`config.mk`:
```
export PLATFORM = sky130hd
export DESIGN_NAME = fp_alu
export DESIGN_NICKNAME = d
export VERILOG_FILES = /design/src/fp_pkg.sv /design/src/fp_lzc.sv /design/src/fp_operand_stage.sv /design/src/fp_addsub.sv /design/src/fp_mult.sv /design/src/fp_result_queue.sv /design/src/fp_alu.sv
export SDC_FILE = /design/constraint.sdc
export NUM_CORES = 2
export LEC_CHECK = 0
export BUFFER_PORTS_ARGS = -buffer_cell sky130_fd_sc_hd__buf_2
export CAP_MARGIN = 20
export CELL_PAD_IN_SITES_DETAIL_PLACEMENT = 0
export CELL_PAD_IN_SITES_GLOBAL_PLACEMENT = 1
export CORE_MARGIN = 2
export CORE_UTILIZATION = 56
export CTS_CLUSTER_DIAMETER = 50
export DETAILED_ROUTE_END_ITERATION = 7
export GPL_ROUTABILITY_DRIVEN = 0
export GPL_TIMING_DRIVEN = 0
export MAX_ROUTING_LAYER = met4
export PLACE_DENSITY = 0.93
export SLEW_MARGIN = 10
export SYNTH_ARGS = -nofsm -noshare
export SYNTH_HDL_FRONTEND = slang
export SYNTH_SLANG_ARGS = --single-unit
```
`constraint.sdc`:
```
create_clock -name clk -period 31.5 [get_ports clk]
set_input_delay 4.725 -clock clk [delete_from_list [all_inputs] [get_ports clk]]
set_output_delay 4.725 -clock clk [all_outputs]
set_load 0.05 [all_outputs]
```
`src/fp_pkg.sv`:
```
package fp_pkg;

    // ieee single precision fields
    typedef logic [31:0] word_t;           // packed float word
    typedef logic [7:0]  exp_t;            // biased exponent
    typedef logic [22:0] frac_t;           // stored fraction
    typedef logic [23:0] mant_t;           // fraction with hidden bit

    // five bit alu op codes, 3 and anything above 7 is unsupported
    typedef enum logic [4:0] {
        OP_ADD      = 5'd0,
        OP_SUB      = 5'd1,
        OP_MUL      = 5'd2,
        OP_MIN      = 5'd4,
        OP_MAX      = 5'd5,
        OP_PASS     = 5'd6,
        OP_PASS_ALT = 5'd7
    } op_t;

    localparam exp_t EXP_BIAS = 8'd127;    // single precision bias
    localparam exp_t EXP_MAX  = 8'd255;    // saturated exponent

endpackage

```
`src/fp_lzc.sv`:
```
`timescale 1ns/10ps

module fp_lzc #(
    parameter int WIDTH = 25
) (
    input  logic [WIDTH-1:0]              value,
    output logic [$clog2(WIDTH+1)-1:0]    count
);

    localparam int CW = $clog2(WIDTH + 1);

    // priority encode the first set bit from the top
    always_comb begin
        count = CW'(WIDTH);                  // all zeros
        for (int i = 0; i < WIDTH; i++) begin
            if (value[i]) begin
                count = CW'(WIDTH - 1 - i);  // higher bits overwrite lower ones
            end
        end
    end

endmodule

```
`src/fp_operand_stage.sv`:
```
`timescale 1ns/10ps

module fp_operand_stage (
    input  logic          clk,
    input  logic          arst_n,
    input  logic          in_valid,
    input  fp_pkg::op_t   op,
    input  fp_pkg::word_t a,
    input  fp_pkg::word_t b,
    output logic          stage_valid,
    output fp_pkg::op_t   stage_op,
    output logic          sign_a,
    output logic          sign_b,
    output fp_pkg::exp_t  exp_a,
    output fp_pkg::exp_t  exp_b,
    output fp_pkg::mant_t mant_a,
    output fp_pkg::mant_t mant_b,
    output logic          a_is_larger,
    output fp_pkg::word_t min_max_word
);

    import fp_pkg::*;

    word_t a_q;
    word_t b_q;
    frac_t frac_a;
    frac_t frac_b;
    logic  a_mag_gt;
    logic  b_mag_gt;
    logic  a_lt_b;
    logic  b_lt_a;

    always_ff @(posedge clk or negedge arst_n) begin
        if (!arst_n) begin
            stage_valid <= 1'b0;
        end else begin
            stage_valid <= in_valid;
        end
    end

    always_ff @(posedge clk) begin
        if (in_valid) begin
            stage_op <= op;
            a_q      <= a;
            b_q      <= b;
        end
    end

    // unpack, inputs are always normal so the hidden bit is set
    assign sign_a = a_q[31];
    assign sign_b = b_q[31];
    assign exp_a  = a_q[30:23];
    assign exp_b  = b_q[30:23];
    assign frac_a = a_q[22:0];
    assign frac_b = b_q[22:0];
    assign mant_a = {1'b1, frac_a};
    assign mant_b = {1'b1, frac_b};

    // magnitude compare, exponent first
    assign a_mag_gt = (exp_a > exp_b) || ((exp_a == exp_b) && (frac_a > frac_b));
    assign b_mag_gt = (exp_b > exp_a) || ((exp_a == exp_b) && (frac_b > frac_a));
    assign a_is_larger = a_mag_gt;           // a tie counts as b larger

    // signed magnitude order, a negative value with bigger magnitude is smaller
    assign a_lt_b = (sign_a != sign_b) ? sign_a : (sign_a ? a_mag_gt : b_mag_gt);
    assign b_lt_a = (sign_a != sign_b) ? sign_b : (sign_a ? b_mag_gt : a_mag_gt);

    always_comb begin
        case (stage_op)
            OP_MIN:  min_max_word = b_lt_a ? b_q : a_q;
            OP_MAX:  min_max_word = a_lt_b ? b_q : a_q;
            default: min_max_word = a_q;     // pass and ties keep a
        endcase
    end

    // only normal operands are handled by the datapath
    a_normal_operands: assert property (
        @(posedge clk) disable iff (!arst_n)
        in_valid |-> (a[30:23] != '0) && (a[30:23] != EXP_MAX) &&
                     (b[30:23] != '0) && (b[30:23] != EXP_MAX)
    ) else $error("an operand that is not a normal number was accepted");

endmodule

```
`src/fp_addsub.sv`:
```
`timescale 1ns/10ps

module fp_addsub (
    input  fp_pkg::op_t   op,
    input  logic          sign_a,
    input  logic          sign_b,
    input  fp_pkg::exp_t  exp_a,
    input  fp_pkg::exp_t  exp_b,
    input  fp_pkg::mant_t mant_a,
    input  fp_pkg::mant_t mant_b,
    input  logic          a_is_larger,
    output fp_pkg::word_t sum_word,
    output logic          sum_error
);

    import fp_pkg::*;

    logic        sign_b_eff;
    logic        sign_big;
    exp_t        exp_big;
    exp_t        exp_small;
    exp_t        exp_diff;
    mant_t       mant_big;
    mant_t       mant_small;
    mant_t       mant_align;
    logic [24:0] mant_sum;                   // one extra bit for the carry
    logic [24:0] mant_norm;
    logic [4:0]  lead_zeros;
    logic [9:0]  exp_up;
    logic [9:0]  exp_wide;
    frac_t       frac;

    assign sign_b_eff = sign_b ^ (op == OP_SUB);    // subtract is add of -b

    // larger operand sets sign and exponent
    assign sign_big   = a_is_larger ? sign_a : sign_b_eff;
    assign exp_big    = a_is_larger ? exp_a  : exp_b;
    assign exp_small  = a_is_larger ? exp_b  : exp_a;
    assign mant_big   = a_is_larger ? mant_a : mant_b;
    assign mant_small = a_is_larger ? mant_b : mant_a;

    assign exp_diff   = exp_big - exp_small;
    assign mant_align = mant_small >> exp_diff;     // shifted out bits are lost

    assign mant_sum = (sign_a == sign_b_eff) ? {1'b0, mant_big} + {1'b0, mant_align}
                                             : {1'b0, mant_big} - {1'b0, mant_align};

    fp_lzc #(
        .WIDTH (25)
    ) u_lzc (
        .value (mant_sum),
        .count (lead_zeros)
    );

    // a carry leaves lead_zeros at 0, so the leading one sits at bit 24 after
    // the shift in both cases and the exponent is exp_big + 1 - lead_zeros
    always_comb begin
        mant_norm = mant_sum << lead_zeros;
        frac      = mant_norm[23:1];
        exp_up    = {2'b00, exp_big} + 10'd1;
        exp_wide  = exp_up - {5'd0, lead_zeros};
    end

    always_comb begin
        if (mant_sum == '0) begin
            sum_word  = '0;                  // exact cancellation
            sum_error = 1'b0;
        end else if (exp_up <= {5'd0, lead_zeros}) begin
            sum_word  = '0;                  // underflow
            sum_error = 1'b1;
        end else if (exp_wide >= 10'(EXP_MAX)) begin
            sum_word  = {sign_big, EXP_MAX, 23'd0};
            sum_error = 1'b1;
        end else begin
            sum_word  = {sign_big, exp_wide[7:0], frac};
            sum_error = 1'b0;
        end
    end

endmodule

```
`src/fp_mult.sv`:
```
`timescale 1ns/10ps

module fp_mult (
    input  logic          sign_a,
    input  logic          sign_b,
    input  fp_pkg::exp_t  exp_a,
    input  fp_pkg::exp_t  exp_b,
    input  fp_pkg::mant_t mant_a,
    input  fp_pkg::mant_t mant_b,
    output fp_pkg::word_t prod_word,
    output logic          prod_error
);

    import fp_pkg::*;

    logic [47:0] product;
    logic        norm;
    logic        sign_p;
    logic [9:0]  exp_raw;
    logic [9:0]  exp_wide;
    frac_t       frac;

    assign product = mant_a * mant_b;        // 1.x * 1.x lies in [1, 4)
    assign norm    = product[47];
    assign sign_p  = sign_a ^ sign_b;

    // truncate below the 23 kept fraction bits
    assign frac = norm ? product[46:24] : product[45:23];

    // bias is subtracted after the compare so the sum never wraps
    assign exp_raw  = {2'b00, exp_a} + {2'b00, exp_b} + {9'd0, norm};
    assign exp_wide = exp_raw - 10'(EXP_BIAS);

    always_comb begin
        if (exp_raw <= 10'(EXP_BIAS)) begin
            prod_word  = {sign_p, 31'd0};    // signed zero
            prod_error = 1'b1;
        end else if (exp_wide >= 10'(EXP_MAX)) begin
            prod_word  = {sign_p, EXP_MAX, 23'd0};
            prod_error = 1'b1;
        end else begin
            prod_word  = {sign_p, exp_wide[7:0], frac};
            prod_error = 1'b0;
        end
    end

endmodule

```
`src/fp_result_queue.sv`:
```
`timescale 1ns/10ps

module fp_result_queue #(
    parameter int QUEUE_DEPTH = 4,
    parameter int OUT_CREDITS = 2
) (
    input  logic          clk,
    input  logic          arst_n,
    input  logic          wr_valid,
    input  fp_pkg::word_t wr_word,
    input  logic          wr_error,
    input  logic          out_credit,
    output logic          in_credit,
    output logic          out_valid,
    output fp_pkg::word_t result,
    output logic          error
);

    import fp_pkg::*;

    localparam int AW   = (QUEUE_DEPTH > 1) ? $clog2(QUEUE_DEPTH) : 1;
    localparam int CNTW = $clog2(QUEUE_DEPTH + 1);
    localparam int CRW  = $clog2(OUT_CREDITS + 1);

    word_t           mem_word [QUEUE_DEPTH];
    logic            mem_err  [QUEUE_DEPTH];
    logic [AW-1:0]   wr_ptr;
    logic [AW-1:0]   rd_ptr;
    logic [CNTW-1:0] fill;
    logic [CRW-1:0]  credits;
    logic            pop;

    // send only when something is queued and downstream has room
    assign pop = (fill != '0) && (credits != '0);

    always_ff @(posedge clk or negedge arst_n) begin
        if (!arst_n) begin
            wr_ptr    <= '0;
            rd_ptr    <= '0;
            fill      <= '0;
            credits   <= CRW'(OUT_CREDITS);
            out_valid <= 1'b0;
            in_credit <= 1'b0;
        end else begin
            if (wr_valid) begin
                wr_ptr <= (wr_ptr == AW'(QUEUE_DEPTH - 1)) ? '0 : wr_ptr + 1'b1;
            end
            if (pop) begin
                rd_ptr <= (rd_ptr == AW'(QUEUE_DEPTH - 1)) ? '0 : rd_ptr + 1'b1;
            end
            fill      <= fill + CNTW'(wr_valid) - CNTW'(pop);
            credits   <= credits + CRW'(out_credit) - CRW'(pop);
            out_valid <= pop;
            in_credit <= pop;                // freed entry goes back upstream
        end
    end

    always_ff @(posedge clk) begin
        if (wr_valid) begin
            mem_word[wr_ptr] <= wr_word;
            mem_err[wr_ptr]  <= wr_error;
        end
        if (pop) begin
            result <= mem_word[rd_ptr];
            error  <= mem_err[rd_ptr];
        end
    end

    a_no_overflow: assert property (
        @(posedge clk) disable iff (!arst_n) wr_valid |-> (fill < CNTW'(QUEUE_DEPTH))
    ) else $error("result written into a full queue, upstream sent without a credit");

    a_credit_bound: assert property (
        @(posedge clk) disable iff (!arst_n) credits <= CRW'(OUT_CREDITS)
    ) else $error("downstream returned more credits than it was given");

endmodule

```
`src/fp_alu.sv`:
```
`timescale 1ns/10ps

module fp_alu #(
    parameter int QUEUE_DEPTH = 4,
    parameter int OUT_CREDITS = 2
) (
    input  logic          clk,
    input  logic          arst_n,
    input  logic          in_valid,
    input  fp_pkg::op_t   op,
    input  fp_pkg::word_t a,
    input  fp_pkg::word_t b,
    input  logic          out_credit,
    output logic          in_credit,
    output logic          out_valid,
    output fp_pkg::word_t result,
    output logic          error
);

    import fp_pkg::*;

    logic  stage_valid;
    op_t   stage_op;
    logic  sign_a;
    logic  sign_b;
    exp_t  exp_a;
    exp_t  exp_b;
    mant_t mant_a;
    mant_t mant_b;
    logic  a_is_larger;
    word_t min_max_word;
    word_t sum_word;
    logic  sum_error;
    word_t prod_word;
    logic  prod_error;
    word_t sel_word;
    logic  sel_error;

    fp_operand_stage u_operand_stage (
        .clk          (clk),
        .arst_n       (arst_n),
        .in_valid     (in_valid),
        .op           (op),
        .a            (a),
        .b            (b),
        .stage_valid  (stage_valid),
        .stage_op     (stage_op),
        .sign_a       (sign_a),
        .sign_b       (sign_b),
        .exp_a        (exp_a),
        .exp_b        (exp_b),
        .mant_a       (mant_a),
        .mant_b       (mant_b),
        .a_is_larger  (a_is_larger),
        .min_max_word (min_max_word)
    );

    fp_addsub u_addsub (
        .op          (stage_op),
        .sign_a      (sign_a),
        .sign_b      (sign_b),
        .exp_a       (exp_a),
        .exp_b       (exp_b),
        .mant_a      (mant_a),
        .mant_b      (mant_b),
        .a_is_larger (a_is_larger),
        .sum_word    (sum_word),
        .sum_error   (sum_error)
    );

    fp_mult u_mult (
        .sign_a     (sign_a),
        .sign_b     (sign_b),
        .exp_a      (exp_a),
        .exp_b      (exp_b),
        .mant_a     (mant_a),
        .mant_b     (mant_b),
        .prod_word  (prod_word),
        .prod_error (prod_error)
    );

    // pick the datapath result for the staged op
    always_comb begin
        case (stage_op)
            OP_ADD, OP_SUB: begin
                sel_word  = sum_word;
                sel_error = sum_error;
            end
            OP_MUL: begin
                sel_word  = prod_word;
                sel_error = prod_error;
            end
            OP_MIN, OP_MAX, OP_PASS, OP_PASS_ALT: begin
                sel_word  = min_max_word;
                sel_error = 1'b0;
            end
            default: begin
                sel_word  = '0;              // unsupported code
                sel_error = 1'b1;
            end
        endcase
    end

    // the queue registers the result one edge after operand capture
    fp_result_queue #(
        .QUEUE_DEPTH (QUEUE_DEPTH),
        .OUT_CREDITS (OUT_CREDITS)
    ) u_result_queue (
        .clk        (clk),
        .arst_n     (arst_n),
        .wr_valid   (stage_valid),
        .wr_word    (sel_word),
        .wr_error   (sel_error),
        .out_credit (out_credit),
        .in_credit  (in_credit),
        .out_valid  (out_valid),
        .result     (result),
        .error      (error)
    );

endmodule

```
==> results.py <==
metrics = {
    "status": {
        "status": "completed",
    },
    "global_routing": {
        "grt_pass1_wl_um": 177000,
        "first_global_vias": 28600,
        "grt.overflow.total": 0,
        "grt_max_degree": 57,
        "track_usage_pct": 36.7,
        "antenna_found_initial": 6,
    },
    "sta": {
        "tns_ns": 0,
        "grt_setup_unrepaired": "false",
        "setup_viol": 0,
        "maxSlewViolCount": 0,
        "worst_pin_slew_ns": 1.30,
        "slew_headroom_pct": 13.4,
        "skew_ns": 0.0302,
        "max_freq_mhz": 52.5,
        "layout_min_cycle_time_ns": 19.06,
        "period_share_pct": 60.5,
        "hold_viol": 0,
    },
    "critical_path": {
        "worstSetupEndpointType": "flop",
        "cp-start-kind": "flop",
        "max_stage_delay_ns": 0.97,
        "rr_endpoint": "u_result_queue.mem_word[0][14]$_DFFE_PP_",
        "path_max_fanout": 10,
        "arrival_ns": 19.29,
        "r2r-start": "u_operand_stage.a_q[0]$_DFFE_PP_",
        "reg2reg_depth": 61,
        "path_depth": 61,
        "path_buf_inv": 12,
        "reg2reg_slack_ns": 12.44,
        "critPathTopFamily": "compound AO/OA/AOI/OAI gates",
        "worstSetupPathType": "reg2reg",
        "cp_slowest_cell": "clkbuf_1",
        "required_ns": 31.73,
    },
    "worst_hold_path": {
        "hold_start": "u_result_queue.fill[2]$_DFF_PN0_",
        "worst_hold_path.endpoint": "u_result_queue.fill[2]$_DFF_PN0_",
        "hold_path_class": "reg2reg",
        "min_path_cells": 1,
    },
    "floorplanning": {
        "die_y_um": 256,
        "dieArea_um2": 65700,
        "pin_count": 108,
        "rows": 92,
        "fp.dieW_um": 256,
        "initial_core_util_pct": 56.5,
        "core_um2": 63100,
    },
    "synthesis": {
        "syn_area_um2": 35700,
        "synth_area_leaders": "fa_1 27%, edfxtp_1 20%, ha_1 9.6%",
        "synth_top_cell_area_share_pct": 27.2,
        "yosysTopAreaCell": "fa_1",
        "synth_cell_types": 101,
        "syn_avg_cell_area_um2": 9.54,
        "yosysMostFrequentCell": "inv_1",
        "postSynth.asyncResetShare_pct": 4.49,
        "synth_commonest_cells": "622 x inv_1, 485 x fa_1, 449 x nand2_1",
        "synth_top_flop_cell": "edfxtp_1",
        "syn-instance-count": 3738,
        "synth_nets": 4570,
        "synth_edf_count": 234,
        "ys_ff_latch": 245,
        "seq_area_frac_synth_pct": 20.5,
        "yosysWarnings": 0,
    },
    "route": {
        "wl_um": 117000,
        "num_vias": 29400,
        "drt_first_iter_violations": 4142,
        "drc": 0,
        "via_per_inst": 6.19,
        "dr.pass1.iters": 8,
        "routedWlPerCell_um": 24.6,
        "ant_nets": 0,
    },
    "clock_tree": {
        "root_buffer": "clkbuf_16",
        "post_cts_resized": 0,
        "htree_levels": 1,
        "post_cts_buffers": 0,
        "numCtsBuffers": 24,
        "hold_buffers": 0,
        "clk_latency_ns": 0.55,
        "cts_buffer_depth": 3,
        "clock-sinks": 245,
        "cts_tree": "built",
        "clkTransAtPathRegs_ns": 0.06,
    },
    "layout": {
        "n_fill_cell": 5384,
        "syn_to_final_growth_pct": 7.19,
        "nNetsFinal": 4710,
        "drive_gt1_share_pct": 7.98,
    },
    "placement": {
        "port_buffers": 107,
        "hpwl_um": 91700,
    },
    "job": {
        "timing.max_cap.violations": 0,
    },
}
-- per-layer routing --
metal | GRT usage, % | vias up | routed length, µm
met5 | - | - | 0
met4 | 13.5 | 0 | 5830
met3 | 11.2 | 366 | 17400
met2 | 50.9 | 2074 | 48000
met1 | 50.9 | 14300 | 45700
li1 | - | 12600 | -
-- state kept, by name, indices dropped and copies added, names as in the netlist --
signal and flops:
u_result_queue.wr_ptr 2, u_result_queue.result 32, u_result_queue.fill 3, u_result_queue.in_credit 1, u_result_queue.error 1, u_result_queue.mem_err 4, u_result_queue.mem_word 128, u_operand_stage.stage_op 5
u_result_queue.credits 2, u_operand_stage.a_q 32, u_result_queue.rd_ptr 2, u_operand_stage.stage_valid 1, u_operand_stage.b_q 32
-- worst max path at each step --
stage	start	endpoint	slack (ns)
after floorplan	u_operand_stage.a_q[0]$_DFFE_PP_	u_result_queue.mem_word[0][14]$_DFFE_PP_	17.88
after global placement	u_operand_stage.a_q[0]$_DFFE_PP_	u_result_queue.mem_word[0][14]$_DFFE_PP_	13.36
after detailed placement	u_operand_stage.a_q[0]$_DFFE_PP_	u_result_queue.mem_word[0][14]$_DFFE_PP_	13.32
after CTS	u_operand_stage.a_q[0]$_DFFE_PP_	u_result_queue.mem_word[2][14]$_DFFE_PP_	13.22
after global routing	u_operand_stage.a_q[0]$_DFFE_PP_	u_result_queue.mem_word[2][14]$_DFFE_PP_	11.67
final	u_operand_stage.a_q[0]$_DFFE_PP_	u_result_queue.mem_word[0][14]$_DFFE_PP_	12.44
-- layout by cell type (no fill, tap or decap), drive strengths merged, types with 12 or more instances in the layout --
cell,instances
inv,625
fa,485
nand2,450
ha,274
edfxtp,234
and2,206
nor2,202
clkbuf,178
buf,156
a21oi,155
o21ai,130
mux2i,101
nor3,70
xnor2,51
mux4,49
nand3,38
xor2,33
a21o,31
mux2,29
nor2b,22
a211oi,22
nand4,21
o21a,20
o221ai,20
and3,19
o211ai,19
nand2b,17
o22ai,14
or2,14
a2111oi,14
o31ai,13
a31oi,13
clkinv,13
or3,12
-- metrics by stage --
stage,instances,utilization (%),hold WS (ns),setup slack (ns),cell area (µm²)
floorplan,3738,-,0.446,17.88,35700
global placement,4691,59.1,0.461,13.36,37300
detailed placement,4697,59.3,0.468,13.32,37400
CTS,4741,60.6,0.476,13.22,38200
global route,4747,60.6,0.506,11.67,38200
finish,4748,60.6,0.478,12.44,38200
-- worst reg2reg max path, delay by kind of cell, from the launching register on --
family                     cells  cell delay [ns]
AOI/OAI and AO/OA             25             7.34
DFF                            1             0.41
adders and majority gates      5             1.47
buffers and inverters         12             4.92
and+or+nand+nor               16             3.46
muxes                          3             1.16
-- final cells by class --
type                    instances  area (µm²)  area share [%]
diodes                          6        15.0          0.0393
clock buffers                  28         616            1.61
repair buffers                114         677            1.77
flip-flops and latches        245        7300            19.1
well taps                     846        1060            2.77
inverters                     625        2350            6.14
clock inverters                16         189           0.494
plain buffers                 193         812            2.12
multi-input cells            2675       25200            66.0
-- cell families (layout without fill, tap and decap cells) --
logic type / Yosys count / after routing / share of synthesized area [%]
and+or+nand+nor: 1103 / 1103 / 14.8
buffers and inverters: 818 / 976 / 8.85
adders and majority gates: 759 / 759 / 36.8
AOI/OAI and AO/OA: 550 / 550 / 10.1
DFF: 245 / 245 / 20.5
muxes: 179 / 179 / 6.86
xor gates and xnor gates: 84 / 84 / 2.10
other: 0 / 6 / 0
Power is left out: the tool's default activity adds up to more than one toggle a clock period on the data nets, which glitch-free logic cannot reach.
